File: src/source/cache_dir_pkg.sv
/*
 * Shared types of the cache tag directory.
 * Address split is fixed: 4 offset bits, 4 set bits, 24 tag bits.
 * Way count is limited to DIR_MAX_WAYS and must be a power of two.
 */
`default_nettype none

package cache_dir_pkg;

    // Address geometry
    localparam int DIR_ADDR_W   = 32;
    localparam int DIR_OFFSET_W = 4;
    localparam int DIR_SETS     = 16;
    localparam int DIR_MAX_WAYS = 8;

    // Derived field widths
    localparam int DIR_SET_W = $clog2(DIR_SETS);
    localparam int DIR_TAG_W = DIR_ADDR_W - DIR_SET_W - DIR_OFFSET_W;
    localparam int DIR_WAY_W = $clog2(DIR_MAX_WAYS);

    typedef logic [DIR_SET_W-1:0] dir_set_t;
    typedef logic [DIR_TAG_W-1:0] dir_tag_t;
    typedef logic [DIR_WAY_W-1:0] dir_way_idx_t;

    // Request operations
    typedef enum logic [1:0] {
        DIR_LOOKUP = 2'd0,
        DIR_ALLOC  = 2'd1,
        DIR_INVAL  = 2'd2
    } dir_op_e;

    // Replacement policy when all ways of a set are valid
    typedef enum logic [0:0] {
        VICTIM_PLRU   = 1'b0,
        VICTIM_RANDOM = 1'b1
    } dir_victim_e;

    // Request after the address split, 30 bits
    typedef struct packed {
        dir_op_e  op;
        dir_set_t set;
        dir_tag_t tag;
    } dir_req_t;

    // Directory write broadcast to all banks, 29 bits
    typedef struct packed {
        dir_set_t set;
        dir_tag_t tag;
        logic     valid;
    } dir_wr_t;

    // Response seen at the top level, 29 bits
    typedef struct packed {
        logic         hit;
        dir_way_idx_t way;
        logic         evict;
        dir_tag_t     evict_tag;
    } dir_resp_t;

endpackage

`default_nettype wire

File: src/source/cache_dir_top.sv
/*
 * Tag directory of a set-associative cache, fixed latency of 2 cycles.
 * No back-pressure, a request may enter every cycle.
 * WAYS must be a power of two from 2 to 8.
 */
`timescale 1ns/1ns
`default_nettype none

module cache_dir_top
import cache_dir_pkg::*;
#(
    parameter int          WAYS   = 4,
    parameter dir_victim_e POLICY = VICTIM_PLRU
)
(
    input  logic                  clk_i,
    input  logic                  reset_i,

    input  logic                  req_valid_i,
    input  dir_op_e               req_op_i,
    input  logic [DIR_ADDR_W-1:0] req_addr_i,

    output logic                  resp_valid_o,
    output dir_resp_t             resp_o
);

    logic            s1_valid;
    dir_req_t        s1_req;
    logic [WAYS-1:0] hit_vec;
    logic [WAYS-1:0] valid_vec;
    dir_tag_t        tag_vec [WAYS];
    logic [WAYS-1:0] wr_en;
    dir_wr_t         wr;

    dir_req_stage req_stage_i (
        .clk_i       (clk_i),
        .reset_i     (reset_i),
        .req_valid_i (req_valid_i),
        .req_op_i    (req_op_i),
        .req_addr_i  (req_addr_i),
        .s1_valid_o  (s1_valid),
        .s1_req_o    (s1_req)
    );

    // One bank per way, all reading the same stage-1 set
    for (genvar g = 0; g < WAYS; g++) begin : way_bank_gen
        dir_way_bank way_bank_i (
            .clk_i    (clk_i),
            .reset_i  (reset_i),
            .s1_req_i (s1_req),
            .wr_en_i  (wr_en[g]),
            .wr_i     (wr),
            .hit_o    (hit_vec[g]),
            .valid_o  (valid_vec[g]),
            .tag_o    (tag_vec[g])
        );
    end

    dir_resp_stage #(
        .WAYS         (WAYS),
        .POLICY       (POLICY)
    ) resp_stage_i (
        .clk_i        (clk_i),
        .reset_i      (reset_i),
        .s1_valid_i   (s1_valid),
        .s1_req_i     (s1_req),
        .hit_vec_i    (hit_vec),
        .valid_vec_i  (valid_vec),
        .tag_vec_i    (tag_vec),
        .wr_en_o      (wr_en),
        .wr_o         (wr),
        .resp_valid_o (resp_valid_o),
        .resp_o       (resp_o)
    );

endmodule

`default_nettype wire

File: src/source/dir_req_stage.sv
/*
 * Request register of the tag directory.
 * Accepts one request per cycle, there is no stall path.
 * The line offset bits of the address are dropped here.
 */
`timescale 1ns/1ns
`default_nettype none

module dir_req_stage
import cache_dir_pkg::*;
(
    input  logic      clk_i,
    input  logic      reset_i,

    // Incoming request strobe and payload
    input  logic      req_valid_i,
    input  dir_op_e   req_op_i,
    input  logic [DIR_ADDR_W-1:0] req_addr_i,

    // Stage-1 request towards the banks and the response stage
    output logic      s1_valid_o,
    output dir_req_t  s1_req_o
);

    dir_req_t req_split;
    logic     s1_valid_q;
    dir_req_t s1_req_q;

    // Set index sits right above the offset, the tag takes the upper bits
    always_comb begin
        req_split.op  = req_op_i;
        req_split.set = req_addr_i[DIR_OFFSET_W +: DIR_SET_W];
        req_split.tag = req_addr_i[DIR_ADDR_W-1 -: DIR_TAG_W];
    end

    // The strobe is control state and is cleared on reset
    always_ff @(posedge clk_i) begin
        if (reset_i) begin
            s1_valid_q <= 1'b0;
        end else begin
            s1_valid_q <= req_valid_i;
        end
    end

    // Payload is only captured with a valid strobe
    // Banks still read the held set when idle, which is harmless
    always_ff @(posedge clk_i) begin
        if (req_valid_i) begin
            s1_req_q <= req_split;
        end
    end

    assign s1_valid_o = s1_valid_q;
    assign s1_req_o   = s1_req_q;

endmodule

`default_nettype wire

File: src/source/dir_resp_stage.sv
/*
 * Second pipeline stage of the tag directory.
 * Decides hit, victim and directory write, and presents the response.
 * Writes and policy updates take effect at the end of the response cycle.
 */
`timescale 1ns/1ns
`default_nettype none

module dir_resp_stage
import cache_dir_pkg::*;
#(
    parameter int          WAYS   = 4,
    parameter dir_victim_e POLICY = VICTIM_PLRU
)
(
    input  logic            clk_i,
    input  logic            reset_i,

    input  logic            s1_valid_i,
    input  dir_req_t        s1_req_i,

    // Registered bank results for the stage-2 request
    input  logic [WAYS-1:0] hit_vec_i,
    input  logic [WAYS-1:0] valid_vec_i,
    input  dir_tag_t        tag_vec_i [WAYS],

    output logic [WAYS-1:0] wr_en_o,
    output dir_wr_t         wr_o,

    output logic            resp_valid_o,
    output dir_resp_t       resp_o
);

    logic         s2_valid_q;
    dir_req_t     s2_req_q;
    logic         hit_any;
    dir_way_idx_t hit_way;
    dir_way_idx_t victim;
    logic         victim_valid;
    dir_tag_t     victim_tag;
    logic         updt;
    dir_way_idx_t updt_way;
    dir_way_idx_t wr_way;
    logic         wr_any;

    always_ff @(posedge clk_i) begin
        if (reset_i) begin
            s2_valid_q <= 1'b0;
        end else begin
            s2_valid_q <= s1_valid_i;
        end
    end

    always_ff @(posedge clk_i) begin
        s2_req_q <= s1_req_i;
    end

    // At most one way hits, so a plain OR of indices would do as well
    always_comb begin
        hit_any      = |hit_vec_i;
        hit_way      = '0;
        victim_valid = 1'b0;
        victim_tag   = '0;
        for (int i = 0; i < WAYS; i++) begin
            if (hit_vec_i[i]) begin
                hit_way = dir_way_idx_t'(i);
            end
            if (victim == dir_way_idx_t'(i)) begin
                victim_valid = valid_vec_i[i];
                victim_tag   = tag_vec_i[i];
            end
        end
    end

    dir_victim_sel #(
        .WAYS        (WAYS),
        .POLICY      (POLICY)
    ) victim_sel_i (
        .clk_i       (clk_i),
        .reset_i     (reset_i),
        .set_i       (s2_req_q.set),
        .valid_vec_i (valid_vec_i),
        .updt_i      (updt),
        .updt_way_i  (updt_way),
        .victim_o    (victim)
    );

    // Operation decode for the request in the response cycle
    always_comb begin
        updt      = 1'b0;
        updt_way  = hit_way;
        wr_any    = 1'b0;
        wr_way    = hit_way;
        wr_o.set  = s2_req_q.set;
        wr_o.tag  = s2_req_q.tag;
        wr_o.valid = 1'b1;
        resp_o.hit       = s2_valid_q && hit_any;
        resp_o.way       = hit_any ? hit_way : '0;
        resp_o.evict     = 1'b0;
        resp_o.evict_tag = '0;
        if (s2_valid_q) begin
            case (s2_req_q.op)
                DIR_LOOKUP: updt = hit_any;
                DIR_ALLOC: begin
                    updt = 1'b1;
                    if (!hit_any) begin
                        // Miss fills the victim, an occupied victim is evicted
                        updt_way         = victim;
                        wr_any           = 1'b1;
                        wr_way           = victim;
                        resp_o.way       = victim;
                        resp_o.evict     = victim_valid;
                        resp_o.evict_tag = victim_valid ? victim_tag : '0;
                    end
                end
                DIR_INVAL: begin
                    // Invalidation leaves the replacement state alone
                    wr_any     = hit_any;
                    wr_o.valid = 1'b0;
                end
                default: updt = 1'b0;
            endcase
        end
    end

    always_comb begin
        for (int i = 0; i < WAYS; i++) begin
            wr_en_o[i] = wr_any && (wr_way == dir_way_idx_t'(i));
        end
    end

    assign resp_valid_o = s2_valid_q;

endmodule

`default_nettype wire

File: src/source/dir_victim_sel.sv
/*
 * Victim way selection for one set at a time.
 * An invalid way always wins, lowest number first.
 * With a full set, POLICY picks tree PLRU or an 8-bit LFSR.
 * WAYS must be a power of two from 2 to 8.
 */
`timescale 1ns/1ns
`default_nettype none

module dir_victim_sel
import cache_dir_pkg::*;
#(
    parameter int          WAYS   = 4,
    parameter dir_victim_e POLICY = VICTIM_PLRU
)
(
    input  logic            clk_i,
    input  logic            reset_i,

    // Set under replacement and its valid bits
    input  dir_set_t        set_i,
    input  logic [WAYS-1:0] valid_vec_i,

    // Access notification, applied at the clock edge
    input  logic            updt_i,
    input  dir_way_idx_t    updt_way_i,

    output dir_way_idx_t    victim_o
);

    localparam int LW = $clog2(WAYS);

    logic         any_inv;
    dir_way_idx_t inv_way;
    dir_way_idx_t policy_way;

    // Priority search, scanning downwards leaves the lowest invalid way
    always_comb begin
        any_inv = 1'b0;
        inv_way = '0;
        for (int i = WAYS - 1; i >= 0; i--) begin
            if (!valid_vec_i[i]) begin
                any_inv = 1'b1;
                inv_way = dir_way_idx_t'(i);
            end
        end
    end

    if (POLICY == VICTIM_PLRU) begin : plru_gen
        // One tree per set, node 0 is the root and node n has children 2n+1, 2n+2
        logic [WAYS-2:0] plru_q [DIR_SETS];
        logic [WAYS-2:0] plru_cur;
        logic [WAYS-2:0] plru_nxt;

        assign plru_cur = plru_q[set_i];

        // Walk from the root, a zero bit points to the lower half
        always_comb begin
            int node;
            node       = 0;
            policy_way = '0;
            for (int lvl = 0; lvl < LW; lvl++) begin
                policy_way[LW-1-lvl] = plru_cur[node];
                node = 2 * node + 1 + int'(plru_cur[node]);
            end
        end

        // Every node on the path of the accessed way turns away from it
        always_comb begin
            int   node;
            logic dir;
            node     = 0;
            plru_nxt = plru_cur;
            for (int lvl = 0; lvl < LW; lvl++) begin
                dir            = updt_way_i[LW-1-lvl];
                plru_nxt[node] = ~dir;
                node           = 2 * node + 1 + int'(dir);
            end
        end

        always_ff @(posedge clk_i) begin
            if (reset_i) begin
                for (int s = 0; s < DIR_SETS; s++) begin
                    plru_q[s] <= '0;
                end
            end else if (updt_i) begin
                plru_q[set_i] <= plru_nxt;
            end
        end
    end else begin : random_gen
        // Fibonacci LFSR with taps 8, 6, 5 and 4, shifting left
        logic [7:0] lfsr_q;
        logic       lfsr_fb;

        assign lfsr_fb    = lfsr_q[7] ^ lfsr_q[5] ^ lfsr_q[4] ^ lfsr_q[3];
        assign policy_way = dir_way_idx_t'(lfsr_q[LW-1:0]);

        // A choice among valid ways is only made for a full set
        always_ff @(posedge clk_i) begin
            if (reset_i) begin
                lfsr_q <= 8'h01;
            end else if (updt_i && !any_inv) begin
                lfsr_q <= {lfsr_q[6:0], lfsr_fb};
            end
        end
    end

    assign victim_o = any_inv ? inv_way : policy_way;

endmodule

`default_nettype wire

File: src/source/dir_way_bank.sv
/*
 * Tag and valid storage of one directory way.
 * Read data is registered, so results arrive one cycle after the set.
 * A write to the set being read is forwarded into the read result.
 */
`timescale 1ns/1ns
`default_nettype none

module dir_way_bank
import cache_dir_pkg::*;
(
    input  logic     clk_i,
    input  logic     reset_i,

    // Stage-1 request, only set and tag are used
    input  dir_req_t s1_req_i,

    // Write port shared by all banks, enabled per way
    input  logic     wr_en_i,
    input  dir_wr_t  wr_i,

    // Registered read results for the stage-1 set
    output logic     hit_o,
    output logic     valid_o,
    output dir_tag_t tag_o
);

    dir_tag_t             tag_q [DIR_SETS];
    logic [DIR_SETS-1:0]  valid_q;

    logic     rd_valid;
    dir_tag_t rd_tag;
    logic     rd_hit;

    logic     hit_q;
    logic     valid_out_q;
    dir_tag_t tag_out_q;

    // Array read with bypass of the write that lands at the same edge
    always_comb begin
        rd_valid = valid_q[s1_req_i.set];
        rd_tag   = tag_q[s1_req_i.set];
        if (wr_en_i && (wr_i.set == s1_req_i.set)) begin
            rd_valid = wr_i.valid;
            rd_tag   = wr_i.tag;
        end
        rd_hit = rd_valid && (rd_tag == s1_req_i.tag);
    end

    // Valid bits start cleared so every set looks empty after reset
    always_ff @(posedge clk_i) begin
        if (reset_i) begin
            valid_q <= '0;
        end else if (wr_en_i) begin
            valid_q[wr_i.set] <= wr_i.valid;
        end
    end

    // Tags carry no reset, they are qualified by the valid bits
    always_ff @(posedge clk_i) begin
        if (wr_en_i) begin
            tag_q[wr_i.set] <= wr_i.tag;
        end
    end

    // Output registers feeding stage 2
    always_ff @(posedge clk_i) begin
        if (reset_i) begin
            hit_q       <= 1'b0;
            valid_out_q <= 1'b0;
        end else begin
            hit_q       <= rd_hit;
            valid_out_q <= rd_valid;
        end
    end

    always_ff @(posedge clk_i) begin
        tag_out_q <= rd_tag;
    end

    assign hit_o   = hit_q;
    assign valid_o = valid_out_q;
    assign tag_o   = tag_out_q;

endmodule

`default_nettype wire

File: config.mk
export PLATFORM = sky130hd
export DESIGN_NAME = cache_dir_top
export DESIGN_NICKNAME = d
export VERILOG_FILES = /design/src/source/cache_dir_pkg.sv /design/src/source/cache_dir_top.sv /design/src/source/dir_req_stage.sv /design/src/source/dir_resp_stage.sv /design/src/source/dir_victim_sel.sv /design/src/source/dir_way_bank.sv
export SDC_FILE = /design/constraint.sdc
export NUM_CORES = 2
export LEC_CHECK = 0
export BUFFER_PORTS_ARGS = -buffer_cell sky130_fd_sc_hd__buf_2
export CAP_MARGIN = 15
export CORE_MARGIN = 3
export CORE_UTILIZATION = 40
export CTS_BUF_LIST = sky130_fd_sc_hd__clkbuf_8
export CTS_CLUSTER_DIAMETER = 80
export DETAILED_ROUTE_END_ITERATION = 6
export MAX_ROUTING_LAYER = met4
export PLACE_DENSITY = 0.66
export SYNTH_ARGS = -nofsm -noshare
export SYNTH_HDL_FRONTEND = slang
export SYNTH_SLANG_ARGS = --single-unit
File: constraint.sdc
create_clock -name clk_i -period 6.7 [get_ports clk_i]
set_input_delay 0.67 -clock clk_i [delete_from_list [all_inputs] [get_ports clk_i]]
set_output_delay 0.67 -clock clk_i [all_outputs]
set_load 0.03 [all_outputs]
# Yosys cells after proc, flatten, opt, wreduce, memory -nomap -nowiden
# Memory sizes are Yosys's and may differ from the RTL's. A register that Yosys moved wholly into a read port is not among the register bits.
# Cells that the tools add are included.
# word_totals
ram_bits,1584
latchBits,0
romBits,0
out_inout_bits,30
word_cells,155
mem_count,5
regBits,230
input_bits,37
# memory_table
memory,depth,word_bits,rd,rd_clocked_by_memory_dff,write_ports,line,rtl
way_bank_gen[0].way_bank_i.tag_q,16,24,1,1,1,dir_way_bank.sv:28,dir_tag_t tag_q [DIR_SETS];
way_bank_gen[1].way_bank_i.tag_q,16,24,1,1,1,dir_way_bank.sv:28,
way_bank_gen[2].way_bank_i.tag_q,16,24,1,1,1,dir_way_bank.sv:28,
way_bank_gen[3].way_bank_i.tag_q,16,24,1,1,1,dir_way_bank.sv:28,
resp_stage_i.victim_sel_i.plru_gen.plru_q,16,3,1,1,16,dir_victim_sel.sv:51,logic [WAYS-2:0] plru_q [DIR_SETS];
# classes
mux,83
magnitude_cmp,6
mul,0
add_sub_neg,2
bitwise,2
eq_ne,13
div_mod_pow,0
reduce_logical,20
shifts,0
# ops
operator,count
$mux 24,9
$eq 24x24->1,4
$mux 28,3
$bwmux 16,4
$mux 1,40
$mux 3,8
$mux 4,5
$bmux 1 s4,4
$logic_and 1x1->1,15
$eq 3x2->1 const B,4
$lt 4x5->1 const B,2
$mux 2,4
$eq 3x1->1 const B,2
$logic_not 3->1,2
$lt 2x3->1 const B,2
$add 1x1->2 const A,2
$demux 1 s4,1
$eq 4x4->1,1
$ge 4x1->1 const B,1
$pmux 1 s2,2
$reduce_or 4->1,1
$bwmux 3,1
$reduce_or 3->1,1
$bmux 1 s2,1
other kinds (6),7

# Logic depth before layout (Yosys ltp)
# depth
ltp_word,15
ltp_mapped,15
depth_no_buf,11

# Cells and area by module
# Synthesis repeated with hierarchy kept, for this count alone.
# hier_totals
hier_cells,4115
area_unflattened_um2,73307.8
# by_module_without_submodules
mod,cells_each,seq_area_each_um2,instances,area_per_inst_um2
dir_way_bank,935,12371.9,4,17031.3
dir_victim_sel,182,1441.4,1,2383.5
dir_resp_stage,161,620.6,1,1864.3
dir_req_stage,32,920.9,1,934.6

# Worst setup path after synthesis
# No wires, ideal clock.
# synth_path
kind,register to register
start,"reg resp_stage_i.s2_req_q, in the netlist resp_stage_i.victim_sel_i.set_i[0]"
end,reg way_bank_gen[0].way_bank_i.valid_q[6]
synth_period_minus_slack_ns,4.155
t_required_ns,6.572
path_stages_with_launch,13
slack_ns,2.545
arrival_time_ns,4.027
setup_time_ns,0.128
path_buffers,3
path_cell_list,dfxtp_1 buf_4 mux4_2 a22oi_1 nand3_1 mux2_2 a21oi_4 clkbuf_1 nand2_1 clkbuf_1 nor2_1 mux2i_1 nor2_1
# synth_via
elab_chain_cells,5
word_cells_on_any_way,6
cone_classes,order compare: 2; mux: 3; reduce/logical: 1
# synth_lines
item,line,rtl
"start, declared",dir_resp_stage.sv:35,dir_req_t s2_req_q;
"start signal, assigned",dir_resp_stage.sv:55,s2_req_q <= s1_req_i;
$lt 4x5->1 (implied by the code) / $ge 4x1->1 (equally long branches),dir_way_bank.sv:55,valid_q[wr_i.set] <= wr_i.valid;
$logic_and 1x1->1 (implied by the code),dir_way_bank.sv:55,
$mux 1 (implied by the code),dir_way_bank.sv:55,
$demux 1 s4 *,--,
$bwmux 16 *,dir_way_bank.sv:55,
"end signal, assigned by index",dir_way_bank.sv:55,
"end, declared",dir_way_bank.sv:29,logic [DIR_SETS-1:0] valid_q;
# Every way passes the cells marked *; elsewhere a longest branch is shown, timed or not.
# A chain may end at the register's enable or synchronous reset.

==> flow_summary.toml <==
[synth]
ys_seq_area_frac = 0.7386
synth_cells = 3650
ys.warnings.count = 0
synth_edf_count = 1614
synth_area_sq_um = 71150
synth_ff_type = "edfxtp_1"
yosysUniqueCellTypes = 75
synth.avg_cell_area_sq_um = 19.49
synthArstFlopShare = 0
ys_ff_latch = 1818
synth_fp_nets = 3687

[global_route]
grt.overflow.total = 0
grt_pass1_vias = 37380
antenna_found_initial = 13
grt_max_degree = 103
grt_use_total = 0.2234
grt_pass1_wl_um = 280300

[sta]
setup_tns_ps = 0
finalHoldViolations = 0
setup_viol = 0
tightest_slew_ps = 1202
slew_viol_final = 0
post-route-min-period_ps = 5778
skew_ps = 74.02
finalCritPeriodShare = 0.8624
rsz0062_at_grt = "false"
slew_headroom = 0.1984
fmax_ghz = 0.1731

[critical_path]
cp.required_ps = 6030
path_class = "reg -> out"
critPathMaxFanout = 20
cpPeakStageDelay_ps = 910
slowest_stage = "dfxtp_1"
worstSetupStartpointType = "register"
cp.buffers_inverters = 2
end_kind = "primary output"
crit_family = "multiplexers"
worstPathCellList = "mux4_2 -> a22oi_2 -> nand2_2 -> mux2i_1 -> nand2_1 -> nand2_1 -> a21boi_2 -> buf_4 -> mux4_2 -> and2_1 -> buf_2"
arrival_ps = 5110

[die]
fp.dieH_um = 427.8
rows = 154
core-area_sq_um = 176500
initial_core_util = 0.4031
dieArea_sq_um = 183000
dieWidth_um = 427.8
ios = 67

[cells_and_area]
drive_above_1_share = 0.2855
ff_latch_area_sq_um = 52600
fill_cells = 14960
final_nets = 4019
final_common_cell = "edfxtp_1"
syn2layout_area_growth_pct = 13.72
final_cell_mix = "edfxtp_1, mux4_2, clkbuf_8"
multi_input_area_sq_um = 17950

[cts]
clock_latency_ps = 1000
tritoncts = "done"
cts_root_buf = "clkbuf_8"
cts_buffer_depth = 4
htreeDepth = 5
clk_pin_slew_ps = 60
cts_resized = 0
cts.sinks = 1818
cts_buffers = 306

[drt]
wl_per_cell_um = 30.39
drc = 0
routed_via_density = 5.761
dr.pass1.iters = 5
antenna_left = 0
num_vias = 37720
dr.first_iter.drc_count = 5034
wl_um = 199000

[power_and_ir_drop]
power_frac_comb = 0.090
p_clk_frac = 0.375
ir_drop_mv = 0.1582
p_int_mw = 18.02
power.density_nw_per_um2 = 294.0
sw_frac_of_total = 0.2424
p_seq_frac = 0.535
p_leak_nw = 26.12
power.switching_mw = 5.766
power_mw = 23.79

[hold_path]
worstHoldPathType = "in -> reg"

[place]
hpwl_um = 116300
gp_congestion = 0.9813
portBuffers = 61

[outcome]
outcome = "finished, final reports clean"

[job]
cap_violations = 0
==> repair_timing <==
item | CTS | global route
hold endpoints to repair | 34 | 0
buffers inserted | 0 | 0
hold buffers | 30 | 0
==> cell families after synthesis <==
logic type	after synthesis	synth area share
AO/OA/AOI/OAI	268	0.02532
XOR/XNOR	62	0.007632
buffers and inverters	252	0.01583
flip-flops	1818	0.7386
multiplexers	608	0.1717
other	1	0.00005270
AND/OR/NAND/NOR	641	0.04087
==> synthesized netlist by cell type, types with 3 or more instances <==
cell type / instances / area [sq um]
o21ai_0: 69 / 345.3
nor3_1: 98 / 490.5
a22oi_1: 13 / 97.59
xor2_1: 17 / 148.9
a211oi_1: 23 / 172.7
o22ai_1: 9 / 56.30
buf_2: 66 / 330.3
nand2b_1: 11 / 68.82
o2bb2ai_1: 3 / 26.28
clkbuf_1: 95 / 356.6
nor2b_1: 36 / 225.2
a221oi_1: 14 / 122.6
o211ai_1: 6 / 45.04
buf_1: 21 / 78.83
nand2_1: 210 / 788.3
mux2_2: 32 / 360.4
nor4_1: 14 / 87.58
edfxtp_1: 1614 / 48470
and3_1: 4 / 25.02
dfxtp_1: 204 / 4084
a22o_1: 10 / 87.58
nor2_1: 182 / 683.2
buf_4: 22 / 165.2
inv_2: 3 / 11.26
o21bai_1: 16 / 120.1
nand3_1: 29 / 145.1
o221ai_1: 8 / 70.07
and2_1: 28 / 175.2
or4_1: 4 / 30.03
a21oi_1: 57 / 285.3
xnor2_1: 45 / 394.1
o31ai_1: 4 / 30.03
mux2i_1: 89 / 890.9
mux4_2: 487 / 10970
nand4_1: 11 / 68.82
inv_1: 42 / 157.7
a31oi_1: 3 / 18.77
==> flip-flops by register name (all words and copies together) (netlist names), named ones only <==
name,count
way_bank_gen.way_bank_i.tag_q,1536
way_bank_gen.way_bank_i.tag_o,96
way_bank_gen.way_bank_i.valid_q,64
resp_stage_i.victim_sel_i.plru_gen.plru_q,48
req_stage_i.s1_req_o,30
resp_stage_i.wr_o,24
resp_stage_i.victim_sel_i.set_i,4
way_bank_gen.way_bank_i.hit_o,4
way_bank_gen.way_bank_i.valid_o,4
resp_stage_i.s2_req_q,2
req_stage_i.s1_valid_o,1
resp_stage_i.resp_valid_o,1
==> worst reg2reg max path: cells and delay by family, from the launching register on <==
kind / cells / cell delay (ps)
DFF: 1 / 320
and+or+nand+nor: 5 / 3200
AOI/OAI and AO/OA: 1 / 330
buffers and inverters: 3 / 1370
==> path summary, 6_finish.rpt <==
path,startpoint,end,depth (start not counted),slack (ps)
max,resp_stage_i.victim_sel_i.set_i[1],resp_o[3],11,920
min,reset_i,way_bank_gen[2].way_bank_i.valid_q[8],2,210
max reg2reg,way_bank_gen[1].way_bank_i.hit_o,way_bank_gen[3].way_bank_i.tag_q[9][1],9,1180
min reg2reg,req_stage_i.s1_valid_o,resp_stage_i.resp_valid_o,1,440
==> per-layer routing <==
layer  vias up  track usage  share of wire
met1     19980       0.3052           0.41
met2      1807       0.3396           0.48
met5         -            -              0
met3       404      0.03867          0.078
li1      15520            -              -
met4         0      0.08096          0.036
==> cell type report <==
cell class	count	area share
diodes	7	0.0002165
clock buffers	330	0.05613
clock inverters	196	0.01113
inverters	46	0.002165
multi-input cells	1580	0.2219
flip-flops and latches	1818	0.6501
well taps	2340	0.03619
repair buffers	230	0.02224
==> power by group through the flow <==
| stage | logic (mW) | clock network [mW] | registers [mW] |
|---|---|---|---|
| after floorplan | 1.23 | 0 | 12.9 |
| after global placement | 2.09 | 0 | 13.0 |
| after detailed placement | 2.10 | 0 | 13.0 |
| after CTS | 2.12 | 9.11 | 12.7 |
| after global routing | 2.22 | 9.63 | 12.7 |
| final | 2.13 | 8.93 | 12.7 |
==> per-stage QoR <==
step,cells,hold slack [ps],util,setup WS [ps],instance area (sq um)
floorplan,3650,323.3,-,2545,71150
global placement,5983,422.6,0.4257,1428,75130
detailed placement,5983,434.2,0.4257,1304,75130
CTS,6539,115.0,0.4582,830.6,80870
global route,6546,193.4,0.4584,617.0,80910
finish,6547,213.3,0.4584,922.1,80910
Note: power is estimated with default switching activity, not from simulation.
